$ cat src/ooo_config.svh
`ifndef OOO_CONFIG_SVH
`define OOO_CONFIG_SVH

// data path width
`define OOO_XLEN 32

// register counts, architectural and physical
`define OOO_NUM_AREGS 32
`define OOO_NUM_PREGS 48

// window sizes
`define OOO_ROB_DEPTH 16
`define OOO_IQ_DEPTH 8

`endif

$ cat src/isa_pkg.sv
`include "ooo_config.svh"

package isa_pkg;

  // operation encoding at dispatch
  typedef enum logic [2:0] {
    OP_ADD  = 3'd0,
    OP_SUB  = 3'd1,
    OP_AND  = 3'd2,
    OP_OR   = 3'd3,
    OP_XOR  = 3'd4,
    OP_LI   = 3'd5,
    OP_HALT = 3'd6
  } opcode_e;

  // architectural register index
  typedef logic [$clog2(`OOO_NUM_AREGS)-1:0] areg_t;

  typedef logic [`OOO_XLEN-1:0] word_t;

endpackage

$ cat src/uarch_pkg.sv
`include "ooo_config.svh"

package uarch_pkg;

  // physical register tag
  typedef logic [$clog2(`OOO_NUM_PREGS)-1:0] preg_t;

  typedef logic [$clog2(`OOO_ROB_DEPTH)-1:0] rob_idx_t;

  // tag 0 holds register zero for good
  localparam preg_t PREG_ZERO = '0;

  // operation after renaming
  typedef struct packed {
    isa_pkg::opcode_e op;
    isa_pkg::areg_t   dest_areg;
    preg_t            dest_preg;
    preg_t            old_preg;
    preg_t            src1_preg;
    preg_t            src2_preg;
    logic             src1_ready;
    logic             src2_ready;
    isa_pkg::word_t   imm;
    rob_idx_t         rob_idx;
  } renamed_op_t;

endpackage

$ cat src/cdb_if.sv
`timescale 1ns/1ps

interface cdb_if;
  import isa_pkg::*;
  import uarch_pkg::*;

  // one broadcast per cycle, never stalled
  logic     valid;
  preg_t    tag;
  rob_idx_t rob_idx;
  word_t    value;

  modport producer (output valid, output tag, output rob_idx, output value);

  modport consumer (input valid, input tag, input rob_idx, input value);

endinterface

$ cat src/reorder_buffer.sv
`timescale 1ns/1ps
`include "ooo_config.svh"

module reorder_buffer (
  input  logic                   clock,
  input  logic                   rst,
  input  logic                   alloc,
  input  uarch_pkg::renamed_op_t renamed,
  cdb_if.consumer                cdb,
  output logic                   rob_full,
  output uarch_pkg::rob_idx_t    rob_tail,
  output logic                   free_valid,
  output uarch_pkg::preg_t       free_preg,
  output logic                   commit_valid,
  output logic                   commit_wr_en,
  output isa_pkg::areg_t         commit_reg,
  output isa_pkg::word_t         commit_data,
  output logic                   halted
);
  import isa_pkg::*;
  import uarch_pkg::*;

  localparam int ROB_PTR_W = $clog2(`OOO_ROB_DEPTH);
  localparam logic [ROB_PTR_W:0] FULL_COUNT = `OOO_ROB_DEPTH;

  logic [`OOO_ROB_DEPTH-1:0] done;
  logic [`OOO_ROB_DEPTH-1:0] halt_mark;
  areg_t                     dest_areg [`OOO_ROB_DEPTH];
  preg_t                     old_preg [`OOO_ROB_DEPTH];
  word_t                     value [`OOO_ROB_DEPTH];
  rob_idx_t                  head;
  rob_idx_t                  tail;
  logic [ROB_PTR_W:0]        count;
  logic                      retire;

  assign rob_full = (count == FULL_COUNT);
  assign rob_tail = tail;
  // nothing retires after halt
  assign retire   = !halted && (count != '0) && done[head];

  always_ff @(posedge clock) begin
    if (rst) begin
      head         <= '0;
      tail         <= '0;
      count        <= '0;
      done         <= '0;
      halted       <= 1'b0;
      commit_valid <= 1'b0;
      commit_wr_en <= 1'b0;
      free_valid   <= 1'b0;
    end else begin
      commit_valid <= 1'b0;
      commit_wr_en <= 1'b0;
      free_valid   <= 1'b0;
      if (cdb.valid) begin
        done[cdb.rob_idx] <= 1'b1;
      end
      // halt needs no result
      if (alloc) begin
        done[tail] <= (renamed.op == OP_HALT);
        tail       <= tail + 1'b1;
      end
      if (retire) begin
        head <= head + 1'b1;
        if (halt_mark[head]) begin
          halted <= 1'b1;
        end else begin
          commit_valid <= 1'b1;
          commit_wr_en <= (dest_areg[head] != '0);
          free_valid   <= (dest_areg[head] != '0);
        end
      end
      if (alloc && !retire) begin
        count <= count + 1'b1;
      end else if (retire && !alloc) begin
        count <= count - 1'b1;
      end
    end
  end

  always_ff @(posedge clock) begin
    if (alloc) begin
      halt_mark[tail] <= (renamed.op == OP_HALT);
      dest_areg[tail] <= renamed.dest_areg;
      old_preg[tail]  <= renamed.old_preg;
    end
    if (cdb.valid) begin
      value[cdb.rob_idx] <= cdb.value;
    end
    if (retire) begin
      commit_reg  <= dest_areg[head];
      commit_data <= value[head];
      free_preg   <= old_preg[head];
    end
  end

endmodule

$ cat src/flat_wrapper.sv
// flat-port wrapper written by rule: the top's interface ports become plain ports
module reorder_buffer_flat import isa_pkg::*; import uarch_pkg::*;
  (clock, rst, alloc, renamed, rob_full, rob_tail, free_valid, free_preg, commit_valid, commit_wr_en, commit_reg, commit_data, halted, cdb_valid, cdb_tag, cdb_rob_idx, cdb_value);
  cdb_if cdb_i ();
  input  logic clock;
  input  logic rst;
  input  logic alloc;
  input  uarch_pkg::renamed_op_t renamed;
  output logic rob_full;
  output uarch_pkg::rob_idx_t rob_tail;
  output logic free_valid;
  output uarch_pkg::preg_t free_preg;
  output logic commit_valid;
  output logic commit_wr_en;
  output isa_pkg::areg_t commit_reg;
  output isa_pkg::word_t commit_data;
  output logic halted;
  input wire logic [$bits(cdb_i.valid)-1:0] cdb_valid;
  input wire logic [$bits(cdb_i.tag)-1:0] cdb_tag;
  input wire logic [$bits(cdb_i.rob_idx)-1:0] cdb_rob_idx;
  input wire logic [$bits(cdb_i.value)-1:0] cdb_value;
  assign cdb_i.valid = cdb_valid;
  assign cdb_i.tag = cdb_tag;
  assign cdb_i.rob_idx = cdb_rob_idx;
  assign cdb_i.value = cdb_value;
  reorder_buffer u_core (.clock(clock), .rst(rst), .alloc(alloc), .renamed(renamed), .cdb(cdb_i), .rob_full(rob_full), .rob_tail(rob_tail), .free_valid(free_valid), .free_preg(free_preg), .commit_valid(commit_valid), .commit_wr_en(commit_wr_en), .commit_reg(commit_reg), .commit_data(commit_data), .halted(halted));
endmodule
$ cat config.mk
export PLATFORM = sky130hd
export DESIGN_NAME = reorder_buffer_flat
export DESIGN_NICKNAME = d
export VERILOG_FILES = /design/src/isa_pkg.sv /design/src/uarch_pkg.sv /design/src/cdb_if.sv /design/src/reorder_buffer.sv /design/src/flat_wrapper.sv
export VERILOG_INCLUDE_DIRS = /design/src /design/src/src
export SDC_FILE = /design/constraint.sdc
export NUM_CORES = 1
export LEC_CHECK = 0
export BUFFER_PORTS_ARGS = -buffer_cell sky130_fd_sc_hd__clkbuf_2
export CORE_MARGIN = 2
export CORE_UTILIZATION = 40
export CTS_BUF_LIST = sky130_fd_sc_hd__clkbuf_8
export CTS_CLUSTER_SIZE = 30
export DETAILED_ROUTE_END_ITERATION = 10
export GPL_TIMING_DRIVEN = 0
export PLACE_DENSITY_LB_ADDON = 0.3
export SYNTH_ARGS = -nofsm -noshare
export SYNTH_HDL_FRONTEND = slang
export SYNTH_SLANG_ARGS = --single-unit
$ cat constraint.sdc
create_clock -name clock -period 4.9 [get_ports clock]
set_clock_uncertainty 0.15 [all_clocks]
set_input_delay 0.735 -clock clock [delete_from_list [all_inputs] [get_ports clock]]
set_output_delay 0.735 -clock clock [all_outputs]
set_load 0.1 [all_outputs]
==> results of run 1 <==
[area by class of cell]
class / count / area [um^2]
Antenna cell: 2 / 5.00
Fill cell: 6002 / 38900
Tap cell: 959 / 1200
Clock inverter: 98 / 589
Timing Repair Buffer: 134 / 992
Buffer: 58 / 250
Clock buffer: 120 / 1650
Inverter: 8 / 32.5
Multi-Input combinational cell: 383 / 6090
Sequential cell: 783 / 23200
[power by group through the flow]
stage	logic [mW]	clock network, mW	registers (mW)
2_1_floorplan	1.12	0	8.19
3_3_place_gp	2.05	0	7.78
3_5_place_dp	2.11	0	7.78
4_1_cts	2.11	5.18	7.64
5_1_grt	2.22	5.46	7.66
6_report	2.07	5.07	7.64
[path summary, 6_finish.rpt]
kind                                      from                      endpoint  slack, ps  cells past startpoint
hold / removal                             rst    u_core.done[15]$_SDFF_PP0_        170                      2
setup / recovery   u_core.head[0]$_SDFFE_PP0P_  u_core.count[4]$_SDFFE_PP0P_       1050                     13
setup reg to reg   u_core.head[0]$_SDFFE_PP0P_  u_core.count[4]$_SDFFE_PP0P_       1050                     13
hold reg to reg   u_core.count[3]$_SDFFE_PP0P_  u_core.count[3]$_SDFFE_PP0P_        380                      2
[placed cells by master, fill, tap and decap left out, types with 5 or more instances in the layout]
cell type | netlist | final
buf_12 | 0 | 11
mux4_2 | 220 | 220
nor3_1 | 20 | 16
clkbuf_1 | 32 | 32
inv_1 | 7 | 47
edfxtp_1 | 747 | 747
nand2_1 | 12 | 12
clkinv_2 | 0 | 18
nor2_4 | 0 | 12
clkbuf_8 | 0 | 120
nor2_1 | 31 | 19
a21oi_1 | 7 | 7
clkbuf_2 | 0 | 105
dfxtp_1 | 36 | 36
ha_1 | 10 | 10
xor2_1 | 5 | 5
buf_6 | 0 | 13
nor3_2 | 1 | 5
a22oi_1 | 10 | 10
a211oi_1 | 16 | 16
buf_2 | 20 | 20
clkinv_1 | 0 | 28
bufinv_16 | 0 | 6
and2_1 | 18 | 18
[layer usage]
metal / track usage, % / vias up / wire length [um]
met5: 0 / - / 51
met4: 6.29 / 8 / 1680
met3: 3.11 / 122 / 3260
met2: 30.4 / 400 / 34300
met1: 23.3 / 7425 / 27600
li1: - / 5797 / -
[kinds of logic (layout without fill, tap and decap cells)]
family | after synthesis | after routing | share of synthesized area [%]
XOR/XNOR | 9 | 9 | 0.268
AND/OR/NAND/NOR | 103 | 103 | 1.77
buffers and inverters | 66 | 418 | 0.953
flip-flops | 783 | 783 | 78.7
adder cells (fa/ha/maj) | 11 | 11 | 0.493
AO/OA/AOI/OAI | 38 | 38 | 0.889
other | 0 | 2 | 0
multiplexers | 222 | 222 | 16.9
[stage by stage]
step | cell area (um^2) | setup WS [ps] | total power [mW] | TNS (ps)
after global placement | 31100 | -2420 | 9.83 | -347560
after global routing | 34000 | 832 | 15.3 | 0
after CTS | 34000 | 1000 | 14.9 | 0
after detailed placement | 31700 | 1040 | 9.89 | 0
final | 34000 | 1050 | 14.8 | 0
after floorplan | 29400 | 783 | 9.32 | 0
==> results.md, run 1 <==
- Outcome: complete, no violations
- Yosys reg bits: 783
- Clk_lat worst skew: 720 ps
- Netlist Area Pre-Place: 29400 um^2
- Grt total ovfl: 0
- Vias in the first global route: 14.5k
- Leak Pwr: 10.7 nW
- Switching Fraction: 25.9%
- # Post-CTS Setup Buffers: 0
- Sequential Power Share: 51.7%
- CP required: 5290 ps
- Site row count: 99
- Min Tclk post-route: 3850 ps
- Post-synth EDFFs: 747
- Final core occ: 46.6%
- First-pass GRT wire length: 96500 um
- Syn Inst Count: 1232
- 1st-iter DRT viols: 1132
- Regs by FF count: u_core.value: 512 flops, u_core.old_preg: 96 flops, u_core.dest_areg: 80 flops
- Critical Setup Path Class: register to register
- Final #Nets: 1612
- CTS root buf: clkbuf_8
- Die height: 275 um
- DR vias: 13.8k
- CTS tree: built
- Share of layout cells above drive strength 1: 34.5%
- Worst path bufs/invs: 2
- Async SR Flop Fraction: 0%
- Power per Cell Area: 435 nW/um^2
- Worst vdd ir: 0.000256 V
- Synth top area share: 76.3%
- Number of flip-flops in the largest register: 512
- Total CTS buffers: 117
- Final Hold Fails: 0
- CTS clock-pin slew for the worst setup and hold paths: 70 ps
- Combinational fraction of design power: 14.0%
- Number of max-cap violations: 0
- Clk pwr share: 34.3%
- DP Wirelength: 39800 um
- Max incr delay on CP: 560 ps
- H-tree depth: 3
- Vias/cell: 5.40
- Chip width: 275 um
- ANT nets after route: 0
- Floorplan Core Area: 72800 um^2
- Synthesized Nets: 1359
- TritonRoute pass-1 iters: 5
- CP Cell Sequence: buf_2 -> mux4_2 -> mux4_2 -> nand2_2 -> ha_1 -> inv_1 -> ha_1 -> nor2b_1 -> o21a_1 -> or3_1 -> a21oi_1 -> xnor2_1 -> nor2_1
- Slew @ Worst Pin: 1210 ps
- WP data arrival: 4240 ps
- Cell Int Power: 11.0 mW
- Post-synthesis sequential area ratio: 78.7%
- Slowest CP cell: mux4_2
- Avg Cell Area, Syn: 23.9 um^2
- CTS max path bufs: 3
- Final setup violation count: 0
- Final std cells w/o fill: 2545
- Routed wire per std cell: 26.2 um
- Top FF cell, synth: edfxtp_1
- IO buf count: 105
- Largest net degree at the start of global routing: 39
- Initial Utilization: 40.4%
- Clk sinks: 783
- Kind of end point of the critical path: register
- Switching power total: 3.83 mW
- RSZ-0062 raised after global routing: no
- YS warnings: 0
- Hold crit path type: input port to register
- Post-CTS Resized: 0
- Hold Buf Count CTS: 0
- Most common cell in the netlist: edfxtp_1
- Fmax: 0.260 GHz
- CP delay by family, top: multiplexers
- Routability Congestion: 0.712
- Post-synth cell types: 39
- Startpoint class of the critical path: register
- Cells after DPL: 2325
- Routed WL: 66800 um
- Reg with most FFs: u_core.value
- Die ar.: 75700 um^2
- Slew Limit Headroom: 19.4%
- Antenna violations before repair: 6
- Fin Hold WS: 175 ps
- GRT Total Usage: 17.9%
- Drt drc: 0
- Ports: 168
- Area grow syn2layout: 15.5%
- Synth area leader: edfxtp_1
- Critical path peak fanout: 9
- Post-synth top cells: 747 x edfxtp_1, 220 x mux4_2, 36 x dfxtp_1
- Max-slew violations: 0
- Crit share post-route: 78.5%
- Top post-synthesis cells by area: edfxtp_1 76%, mux4_2 17%, dfxtp_1 2.5%, ha_1 0.43%, a211oi_1 0.41%
(Power assumes the default switching activity.)
==> run 2: changes to the inputs <==
- clock period: 4.9 -> 3.2 ns (I/O delays scaled with it)
==> run 2 against run 1 <==
The run now ends with negative hold slack, negative setup slack left; utilization up 0.79 points; sequential cell count unchanged; combinational power up 58%; via count up 0.89%; critical endpoint unchanged; highest routed layer unchanged; largest cell class unchanged.
==> results.md, run 2 (synthesized netlist as in run 1, its figures left out) <==
- Final instance area: 34500 um^2 (+1.7%)
- Outcome: complete, but fails checks
- Routed WL: 66000 um (-1.1%)
- Worst vdd ir: 0.000382 V (+49%)
- CTS clock-pin slew for the worst setup and hold paths: 70 ps (about the same)
- DR vias: 13.9k (+0.89%)
- WP data arrival: 3760 ps (-480 ps)
- ANT nets after route: 0 (unchanged)
- Crit share post-route: 104% (+25 points)
- DP Wirelength: 39700 um (-0.15%)
- 1st-iter DRT viols: 1338 (+18%)
- Reg with most FFs: u_core.value
- Cells after DPL: 2321 (-0.17%)
- Reg2reg path depth: 13 (unchanged)
- Final std cells w/o fill: 2576 (+1.2%)
- Final Hold Fails: 1 (+1)
- FF/Latch Area: 23200 um^2 (about the same)
- Die ar.: 75700 um^2 (unchanged)
- Hold Buf Count CTS: 39 (+39)
- Hold crit path type: input port to register
- GRT Total Usage: 17.7% (-0.17 points)
- Dpl ws: -255 ps (-1300 ps)
- Floorplan Core Area: 72800 um^2 (unchanged)
- Startpoint class of the critical path: register
- Kind of end point of the critical path: register
- Antenna violations before repair: 5 (-1)
- Die height: 275 um (unchanged)
- IO buf count: 105 (unchanged)
- Slew Limit Headroom: 22.4% (+3.0 points)
- Total CTS buffers: 117 (unchanged)
- Regs by FF count: u_core.value: 512 flops, u_core.old_preg: 96 flops, u_core.dest_areg: 80 flops
- Leak Pwr: 11.0 nW (+2.6%)
- Number of max-cap violations: 0 (unchanged)
- TritonRoute pass-1 iters: 7 (+2)
- CTS max path bufs: 3 (unchanged)
- FF-to-FF Start: u_core.head[0]$_SDFFE_PP0P_
- Number of flip-flops in the largest register: 512 (unchanged)
- Largest net degree at the start of global routing: 47 (+21%)
- Routed wire per std cell: 25.6 um (-2.3%)
- Most common cell after layout, fill and taps aside: edfxtp_1
- Power per Cell Area: 650 nW/um^2 (+49%)
- Critical path peak fanout: 5 (-4)
- Site row count: 99 (unchanged)
- Clk sinks: 783 (unchanged)
- HP Start: rst
- Fmax: 0.302 GHz (+16%)
- Chip width: 275 um (unchanged)
- Final #Nets: 1654 (+2.6%)
- Most frequent cells in the layout: 747 x edfxtp_1, 220 x mux4_2, 120 x clkbuf_2, 120 x clkbuf_8, 53 x inv_1
- Final core occ: 47.4% (+0.79 points)
- Grt total ovfl: 0 (unchanged)
- Hold depth: 2 (unchanged)
- RSZ-0062 raised after global routing: yes
- CP required: 3640 ps (-1650 ps)
- Ports: 168 (unchanged)
- Initial Utilization: 40.4% (unchanged)
- Final setup violation count: 1 (+1)
- CTS tree: built
- Reg-to-reg slack, setup: -110 ps (-1160 ps)
- Routability Congestion: 0.724 (+1.8%)
- Area grow syn2layout: 17.4%
- Worst setup margin: -112 ps (-1160 ps)
- Placed instance area: 31900 um^2 (+0.66%)
- Clk_lat worst skew: 720 ps (about the same)
- Min Tclk post-route: 3310 ps (-536 ps)
- Max-slew violations: 0 (unchanged)
- Worst Hold Path EP: u_core.commit_valid$_SDFF_PP0_
- Slew @ Worst Pin: 1160 ps (-44.7 ps)
- CTS root buf: clkbuf_8
- Fin Hold WS: -52.1 ps (-227 ps)
- Failing checks: negative hold slack, negative setup slack
- H-tree depth: 3 (unchanged)
- Vias in the first global route: 14.7k (+1.6%)
- Vias/cell: 5.39 (-0.32%)
- Multi-input logic area: 6150 um^2 (+0.97%)
- Drt drc: 0 (unchanged)
- Critical Setup Path Class: register to register
- Share of layout cells above drive strength 1: 34.8% (+0.31 points)
- Fillers: 5958 (-0.73%)
- First-pass GRT wire length: 96100 um (-0.40%)
- Worst R2R End: u_core.count[4]$_SDFFE_PP0P_
==> run 2: cell types whose count changed in the layout (fill, tap and decap cells not counted), moves of 10 or more <==
cell	delta
clkbuf_2	+15
clkbuf_1	-15
buf_6	-13
clkinv_1	-10
buf_16	+14
dlygate4sd3_1	+39
==> run 2: how the worst max path moves through the flow <==
stage                                            from                            to  slack [ps]  cells past startpoint
after floorplan           u_core.head[0]$_SDFFE_PP0P_  u_core.count[4]$_SDFFE_PP0P_          20                     13
after global placement                 cdb_rob_idx[1]  u_core.value[5][3]$_DFFE_PP_       -1940                      3
after detailed placement  u_core.head[0]$_SDFFE_PP0P_  u_core.count[4]$_SDFFE_PP0P_        -250                     13
after CTS                 u_core.head[0]$_SDFFE_PP0P_  u_core.count[4]$_SDFFE_PP0P_        -140                     13
after global routing      u_core.head[0]$_SDFFE_PP0P_  u_core.count[4]$_SDFFE_PP0P_        -210                     13
final                     u_core.head[0]$_SDFFE_PP0P_  u_core.count[4]$_SDFFE_PP0P_        -110                     13
==> run 2: power by group <==
| part | switching, mW | leakage [nW] | internal (mW) |
|---|---|---|---|
| Combinational | 2.02 | 2.65 | 1.26 |
| Sequential | 0.117 | 7.05 | 11.6 |
| Clock | 3.73 | 1.26 | 3.73 |
| Total | 5.87 | 11.0 | 16.6 |
==> run 2: final cells by class <==
class,instances,area share (%)
Clock buffer,120,4.78
Antenna cell,1,0.00725
Inverter,8,0.101
Clock inverter,88,1.41
Timing Repair Buffer,176,4.57
Multi-Input combinational cell,383,17.8
Tap cell,959,3.47
Buffer,58,0.808
Sequential cell,783,67.0
==> run 2: through the flow <==
| step | setup TNS, ps | power [mW] |
|---|---|---|
| after floorplan | 0 | 14.3 |
| after global placement | -803510 | 15.1 |
| after detailed placement | -3720 | 15.2 |
| after CTS | -139 | 22.7 |
| after global routing | -221 | 23.3 |
| final | -112 | 22.5 |
==> run 2: critical path, cell delays in order, from the launching register on <==
cell and delay, ps:
dfxtp_2 340, buf_8 130, mux4_2 500, mux4_2 560, nand2_4 110, ha_4 150
inv_4 50, ha_4 200, nor2b_1 120, o21a_1 170, or3_1 360, a21oi_2 150
xnor2_1 130, nor2_1 50
==> run 2: per-layer routing <==
layer	share of wire (%)	global-route usage [%]	vias up
met5	0.071	0	-
met4	2.2	5.80	8
met3	6.3	3.60	119
met2	50	29.6	482
met1	41	23.4	7394
li1	-	-	5872
==> run 2: timing repair <==
item | in CTS | in global routing
hold endpoints to repair | 589 | 2
pin swaps | 3 | 2
buffers inserted | 5 | 2
setup endpoints to repair | 39 | 18
cloned | 0 | 0
resized for setup | 15 | 4
